<file path="src/include/correlator_consts.svh">
/*
 * Size constants for the pulse correlator.
 * Included by the package and by every RTL module that sizes a port or a loop.
 * Derived values are built from the channel count and the lag half-width,
 * so only those two and the counter width need editing.
 */

`ifndef CORRELATOR_CONSTS_SVH
`define CORRELATOR_CONSTS_SVH

// ~~~~~~~~~~~~~~~~~~~~
// base sizes
`define NUM_INPUTS 4
`define LAG_CROSS 2
`define RESOLUTION 12
`define ADDR_WIDTH 5

// ~~~~~~~~~~~~~~~~~~~~
// derived sizes
`define NUM_LAGS (2 * `LAG_CROSS - 1) // taps per delay line as well.
`define CENTRE_TAP (`LAG_CROSS - 1) // zero-lag tap.
`define NUM_BASELINES (`NUM_INPUTS * (`NUM_INPUTS - 1) / 2)
`define NUM_CORR (`NUM_BASELINES * `NUM_LAGS)

`endif

</file>
<file path="src/correlator_pkg.sv">
/*
 * Types shared between the correlator pipeline stages.
 * Modules import this package in their bodies and name the port types
 * with scoped names in their headers.
 * Counter index order is baseline * NUM_LAGS + lag index, with baselines
 * numbered (0,1), (0,2), ... (N-2,N-1) and lag index c + LAG_CROSS - 1.
 */

`include "correlator_consts.svh"

package correlator_pkg;

	// ~~~~~~~~~~~~~~~~~~~~
	// delay line to coincidence stage

	typedef struct packed {
		logic valid;
		logic [`NUM_INPUTS-1:0][`NUM_LAGS-1:0] taps; // tap 0 is newest.
	} tap_set_t;

	// ~~~~~~~~~~~~~~~~~~~~
	// coincidence stage to accumulator

	typedef struct packed {
		logic valid;
		logic [`NUM_CORR-1:0] hits; // one bit per baseline and lag.
	} product_t;

	// ~~~~~~~~~~~~~~~~~~~~
	// counters and readout

	typedef logic [`RESOLUTION-1:0] corr_count_t;

	typedef struct packed {
		logic saturated;
		corr_count_t count;
	} read_word_t;

endpackage

</file>
<file path="src/coincidence_stage.sv">
/*
 * Coincidence stage of the pulse correlator.
 * For every baseline (a,b) with a<b and every lag c it forms the product
 * of the centre tap of channel a and tap LAG_CROSS-1+c of channel b.
 * One-bit samples make the product a plain AND.
 * All hit bits are registered together with the valid bit, one cycle
 * after the tap set arrives.
 */

`include "correlator_consts.svh"

module coincidence_stage (
	input  logic                      clk,
	input  logic                      reset,
	input  correlator_pkg::tap_set_t  tap_set,
	output correlator_pkg::product_t  products
);
	import correlator_pkg::*;

	product_t next_products;

	// ~~~~~~~~~~~~~~~~~~~~
	// baseline and lag walk

	genvar a, b, l;
	generate
		for (a = 0; a < `NUM_INPUTS - 1; a++) begin : g_chan_a
			for (b = a + 1; b < `NUM_INPUTS; b++) begin : g_chan_b
				// earlier rows of a plus offset in the row.
				localparam int BASE = a * (2 * `NUM_INPUTS - a - 1) / 2 + (b - a - 1);

				for (l = 0; l < `NUM_LAGS; l++) begin : g_lag
					// lag index l = c + LAG_CROSS - 1 is also the tap of channel b.
					assign next_products.hits[BASE * `NUM_LAGS + l] =
						tap_set.taps[a][`CENTRE_TAP] & tap_set.taps[b][l];
				end
			end
		end
	endgenerate

	assign next_products.valid = tap_set.valid;

	// ~~~~~~~~~~~~~~~~~~~~
	// output register

	always_ff @(posedge clk) begin
		if (!reset) begin
			products <= '0;
		end else begin
			products <= next_products;
		end
	end

endmodule

</file>
<file path="src/correlation_accum.sv">
/*
 * Saturating counter bank of the pulse correlator.
 * Each valid product adds one to every counter whose hit bit is set.
 * A counter at full scale holds its value and raises its saturated flag.
 * The clear pulse zeroes all counters and flags and wins over an increment
 * in the same cycle; later products count as normal.
 */

`include "correlator_consts.svh"

module correlation_accum (
	input  logic                         clk,
	input  logic                         reset,
	input  logic                         clear,
	input  correlator_pkg::product_t     products,
	output correlator_pkg::corr_count_t  counts [`NUM_CORR],
	output logic [`NUM_CORR-1:0]         saturated
);
	import correlator_pkg::*;

	localparam corr_count_t COUNT_MAX = '1;

	logic [`NUM_CORR-1:0] bump; // counters asked to step this cycle.

	assign bump = products.hits & {`NUM_CORR{products.valid}};

	// ~~~~~~~~~~~~~~~~~~~~
	// one counter per baseline and lag

	genvar i;
	generate
		for (i = 0; i < `NUM_CORR; i++) begin : g_counter
			logic at_max;

			assign at_max = (counts[i] == COUNT_MAX);

			always_ff @(posedge clk) begin
				if (!reset) begin
					counts[i] <= '0;
					saturated[i] <= 1'b0;
				end else if (clear) begin
					counts[i] <= '0; // product in this cycle is dropped.
					saturated[i] <= 1'b0;
				end else if (bump[i]) begin
					if (at_max) begin
						saturated[i] <= 1'b1; // count stays at full scale.
					end else begin
						counts[i] <= counts[i] + 1'b1;
					end
				end
			end
		end
	endgenerate

endmodule

</file>
<file path="src/correlator_top.sv">
/*
 * Top level of the multi-channel pulse correlator.
 * Pulses are sampled on sample_strobe into per-channel delay lines, paired
 * per baseline and lag, and accumulated in saturating counters.
 * A counter reflects a strobe three cycles after the strobe edge, and
 * read_data follows read_addr by one cycle. There is no back-pressure.
 */

`include "correlator_consts.svh"

module correlator_top (
	input  logic                        clk,
	input  logic                        reset,
	input  logic                        sample_strobe,
	input  logic [`NUM_INPUTS-1:0]      samples,
	input  logic [`NUM_INPUTS-1:0]      channel_enable,
	input  logic                        clear,
	input  logic [`ADDR_WIDTH-1:0]      read_addr,
	output correlator_pkg::read_word_t  read_data
);
	import correlator_pkg::*;

	tap_set_t tap_set;
	product_t products;
	corr_count_t counts [`NUM_CORR];
	logic [`NUM_CORR-1:0] saturated;

	// ~~~~~~~~~~~~~~~~~~~~
	// pipeline

	lag_delay_line lag_delay_line_i (
		.clk            (clk),
		.reset          (reset),
		.sample_strobe  (sample_strobe),
		.samples        (samples),
		.channel_enable (channel_enable),
		.tap_set        (tap_set)
	);

	coincidence_stage coincidence_stage_i (
		.clk      (clk),
		.reset    (reset),
		.tap_set  (tap_set),
		.products (products)
	);

	correlation_accum correlation_accum_i (
		.clk       (clk),
		.reset     (reset),
		.clear     (clear),
		.products  (products),
		.counts    (counts),
		.saturated (saturated)
	);

	// ~~~~~~~~~~~~~~~~~~~~
	// readout

	readout_port readout_port_i (
		.clk       (clk),
		.reset     (reset),
		.read_addr (read_addr),
		.counts    (counts),
		.saturated (saturated),
		.read_data (read_data)
	);

endmodule

</file>
<file path="src/lag_delay_line.sv">
/*
 * Per-channel tapped shift registers for the pulse correlator.
 * On each sample strobe every channel shifts its history by one tap and
 * the new sample, masked by its channel enable, enters at tap 0.
 * The valid bit of the tap set is a registered copy of the strobe, so
 * the taps and valid change together one cycle after the strobe edge.
 */

`include "correlator_consts.svh"

module lag_delay_line (
	input  logic                      clk,
	input  logic                      reset,
	input  logic                      sample_strobe,
	input  logic [`NUM_INPUTS-1:0]    samples,
	input  logic [`NUM_INPUTS-1:0]    channel_enable,
	output correlator_pkg::tap_set_t  tap_set
);
	import correlator_pkg::*;

	logic [`NUM_INPUTS-1:0] gated; // disabled channels load as 0.
	tap_set_t shifted;

	assign gated = samples & channel_enable;

	// next tap set, held unless a strobe is present.
	always_comb begin
		shifted = tap_set;
		shifted.valid = sample_strobe;
		if (sample_strobe) begin
			for (int ch = 0; ch < `NUM_INPUTS; ch++) begin
				shifted.taps[ch] = {tap_set.taps[ch][`NUM_LAGS-2:0], gated[ch]};
			end
		end
	end

	always_ff @(posedge clk) begin
		if (!reset) begin
			tap_set <= '0;
		end else begin
			tap_set <= shifted;
		end
	end

endmodule

</file>
<file path="src/readout_port.sv">
/*
 * Registered read port for the correlation counters.
 * The addressed counter and its saturated flag appear on read_data one
 * cycle after read_addr. Addresses past the last counter read as zero.
 */

`include "correlator_consts.svh"

module readout_port (
	input  logic                         clk,
	input  logic                         reset,
	input  logic [`ADDR_WIDTH-1:0]       read_addr,
	input  correlator_pkg::corr_count_t  counts [`NUM_CORR],
	input  logic [`NUM_CORR-1:0]         saturated,
	output correlator_pkg::read_word_t   read_data
);
	import correlator_pkg::*;

	localparam logic [`ADDR_WIDTH-1:0] LAST_ADDR = `ADDR_WIDTH'(`NUM_CORR - 1);

	read_word_t selected;

	always_comb begin
		selected = '0;
		if (read_addr <= LAST_ADDR) begin
			selected.saturated = saturated[read_addr];
			selected.count = counts[read_addr];
		end
	end

	always_ff @(posedge clk) begin
		if (!reset) begin
			read_data <= '0;
		end else begin
			read_data <= selected;
		end
	end

endmodule
</file>
<file path="config.mk">
export PLATFORM = sky130hd
export DESIGN_NAME = correlator_top
export DESIGN_NICKNAME = d
export VERILOG_FILES = /design/src/correlator_pkg.sv /design/src/coincidence_stage.sv /design/src/correlation_accum.sv /design/src/correlator_top.sv /design/src/lag_delay_line.sv /design/src/readout_port.sv
export VERILOG_INCLUDE_DIRS = /design/src /design/src/include
export SDC_FILE = /design/constraint.sdc
export NUM_CORES = 1
export LEC_CHECK = 0
export ABC_AREA = 1
export BUFFER_PORTS_ARGS = -buffer_cell sky130_fd_sc_hd__buf_4
export CELL_PAD_IN_SITES_DETAIL_PLACEMENT = 0
export CELL_PAD_IN_SITES_GLOBAL_PLACEMENT = 2
export CORE_MARGIN = 2
export CORE_UTILIZATION = 37
export DETAILED_ROUTE_END_ITERATION = 10
export PLACE_DENSITY_LB_ADDON = 0.1
export SETUP_SLACK_MARGIN = 0.2
export SKIP_LAST_GASP = 1
export SYNTH_ARGS = -nofsm -noshare
export SYNTH_HDL_FRONTEND = slang
export SYNTH_HIERARCHICAL = 1
export SYNTH_SLANG_ARGS = --single-unit
</file>
<file path="constraint.sdc">
create_clock -name clk -period 3.75 [get_ports clk]
set_input_delay 0.375 -clock clk [delete_from_list [all_inputs] [get_ports clk]]
set_output_delay 0.375 -clock clk [all_outputs]
set_load 0.02 [all_outputs]
</file>
==> impl_metrics.yaml <==
sta:
  hold_viol: 0
  timing.hold.ws_ns: 0.08956
  drv_slew: 0
  fin_worst_skew_ns: 0.01779
  worst_pin_slew_ns: 1.130
  worst_slack_ns: 1.619
  rsz0062_at_grt: "false"
  finalSetupTns_ns: 0
  finalWorstPathRequiredPeriod_ns: 2.131
  slew_headroom: 0.2416
  setup_viol: 0
  fmax_mhz: 469.3
  fin_crit_sh: 0.5683
power:
  ir_drop_mv: 0.3495
  leakage_uw: 0.007388
  p_per_area_nw_per_um2: 378.3
cts:
  cts_tree: "built"
  path_clk_slew_ns: 0.06
  ctsHoldBuffers: 0
  cts.sinks: 278
  htreeDepth: 2
  clockRootBuffer: "clkbuf_16"
  post_cts_resized: 0
  postCtsSetupRepairBufs: 0
  clk_latency_ns: 0.56
  clk_path_buf_depth: 3
  cts_buffers: 37
global_route:
  grt_pass1_vias: 15570
  track_usage: 0.2302
  overflow: 0
  grt_max_degree: 155
  grt_pass1_wl_um: 85470
  grt_antenna_before_repair: 0
place:
  hpwl_um: 39350
  portBuffers: 29
  post-place-ws_ns: 1.384
  dp_cells: 3361
  dpl_cell_area_um2: 17050
  gp_congestion: 0.8537
worst_setup_path:
  required_ns: 4.19
  path_class: "register to register"
  reg2reg_depth: 6
  worstPathArrival_ns: 2.58
  endpoint_kind: "register"
  start_kind: "register"
  worstReg2RegEnd: "correlation_accum_i/counts[11]$_SDFFE_PP0P_"
  setup.worst_path.start: "coincidence_stage_i/products[18]$_SDFF_PN0_"
  crit_path_end: "correlation_accum_i/counts[11]$_SDFFE_PP0P_"
  r2r_slack_ns: 1.62
  cp_max_fo: 11
  worstReg2RegStart: "coincidence_stage_i/products[18]$_SDFF_PN0_"
drt:
  drtPass1Iterations: 5
  drt-total-wl_um: 53460
  drt_iter0_drc: 1122
  ant_nets: 0
  drc: 0
  dr_total_vias: 16680
  wire_per_inst_um: 15.60
  route.detailed.vias_per_inst: 4.870
hold_path:
  hold_path.class: "primary input to register"
finish:
  drive_above_1_share: 0.05081
  diodes: 0
  final_nets: 2843
  fin_area_um2: 18270
  area.growth.synth_to_final_pct: 10.96
  fin_cells: 3426
die:
  ios: 30
  core_um2: 44030
  die_x_um: 214.9
  dieHeight_um: 214.9
  die-area_um2: 46190
  initial_utilization: 0.3739
  rows: 77
outcome:
  status: "complete, no violations"
logic_synthesis:
  syn_area_um2: 16460
  syn_area_per_cell_um2: 5.838
  yosysWarnings: 6
  syn_inst: 2820
  syn_nets: 2855
flow_run:
  max_cap_viol_count: 0
==> worst min-delay path by stage <==
stage                                            startpoint                                           to  slack, ns  cells after the start
floorplan           lag_delay_line_i/tap_set[12]$_SDFF_PN0_  coincidence_stage_i/products[18]$_SDFF_PN0_       0.39                      2
global placement    lag_delay_line_i/tap_set[12]$_SDFF_PN0_  coincidence_stage_i/products[18]$_SDFF_PN0_       0.42                      2
detailed placement  lag_delay_line_i/tap_set[12]$_SDFF_PN0_  coincidence_stage_i/products[18]$_SDFF_PN0_       0.42                      2
CTS                                       channel_enable[2]     lag_delay_line_i/tap_set[6]$_SDFFE_PN0P_       0.07                      5
global route                                     samples[2]     lag_delay_line_i/tap_set[6]$_SDFFE_PN0P_       0.12                      5
finish                                    channel_enable[2]     lag_delay_line_i/tap_set[6]$_SDFFE_PN0P_       0.09                      5
==> placed cells by master, fill, tap and decap left out, drive strengths merged <==
| cell type | n |
|---|---|
| a21oi | 152 |
| a31oi | 17 |
| and2 | 2 |
| buf | 38 |
| bufinv | 2 |
| clkbuf | 57 |
| clkinv | 5 |
| clkinvlp | 1 |
| dfxtp | 278 |
| ha | 18 |
| inv | 383 |
| nand2 | 942 |
| nand3 | 288 |
| nand3b | 9 |
| nand4 | 36 |
| nor2 | 519 |
| nor3 | 21 |
| nor3b | 1 |
| o211ai | 1 |
| o21a | 2 |
| o21ai | 49 |
| o21bai | 3 |
| xnor2 | 6 |
| xor2 | 4 |
==> metal layers <==
layer / global-route usage / wire [um]
met1: 0.3199 / 26320
met2: 0.3653 / 23590
met3: 0.03255 / 2136
met4: 0.07824 / 1415
met5: 0 / 0
==> power by group <==
group | total, uW | switching (uW) | internal [uW]
sequential | 2970 | 9.92 | 2960
combinational | 336 | 243 | 93.0
clock | 3600 | 1410 | 2190
total | 6910 | 1660 | 5250
==> registers in the layout, summed over array words and instances (netlist names) <==
register / cells
coincidence_stage_i/products: 19
correlation_accum_i/counts: 216
correlation_accum_i/saturated: 18
lag_delay_line_i/tap_set: 12
readout_port_i/read_data: 13
==> critical path, stage by stage, from the launching register on <==
cell     delay (ns)
dfxtp_1        0.71
buf_4          0.33
nand2_1        0.18
nor3_4         0.35
nand2_1        0.17
nor3_1         0.20
nor2_1         0.07
==> layout make-up <==
| cell class | instances | area (um^2) |
|---|---|---|
| fill | 4949 | 25760 |
| tap | 592 | 740.7 |
| clock buffer | 57 | 1124 |
| clock inverter | 8 | 96.34 |
| sequential | 278 | 5565 |
| timing repair buffer | 38 | 310.3 |
| inverter | 383 | 1439 |
| multi-input combinational | 2070 | 8991 |
==> per-stage QoR <==
| stage | utilization | power (uW) |
|---|---|---|
| final | 0.4149 | 6911 |
| after global routing | 0.4149 | 7172 |
| after CTS | 0.4149 | 7022 |
| after detailed placement | 0.3872 | 3371 |
| after global placement | 0.3872 | 3370 |
| after floorplan | - | 3267 |
Note: power is estimated with default switching activity, not from simulation.
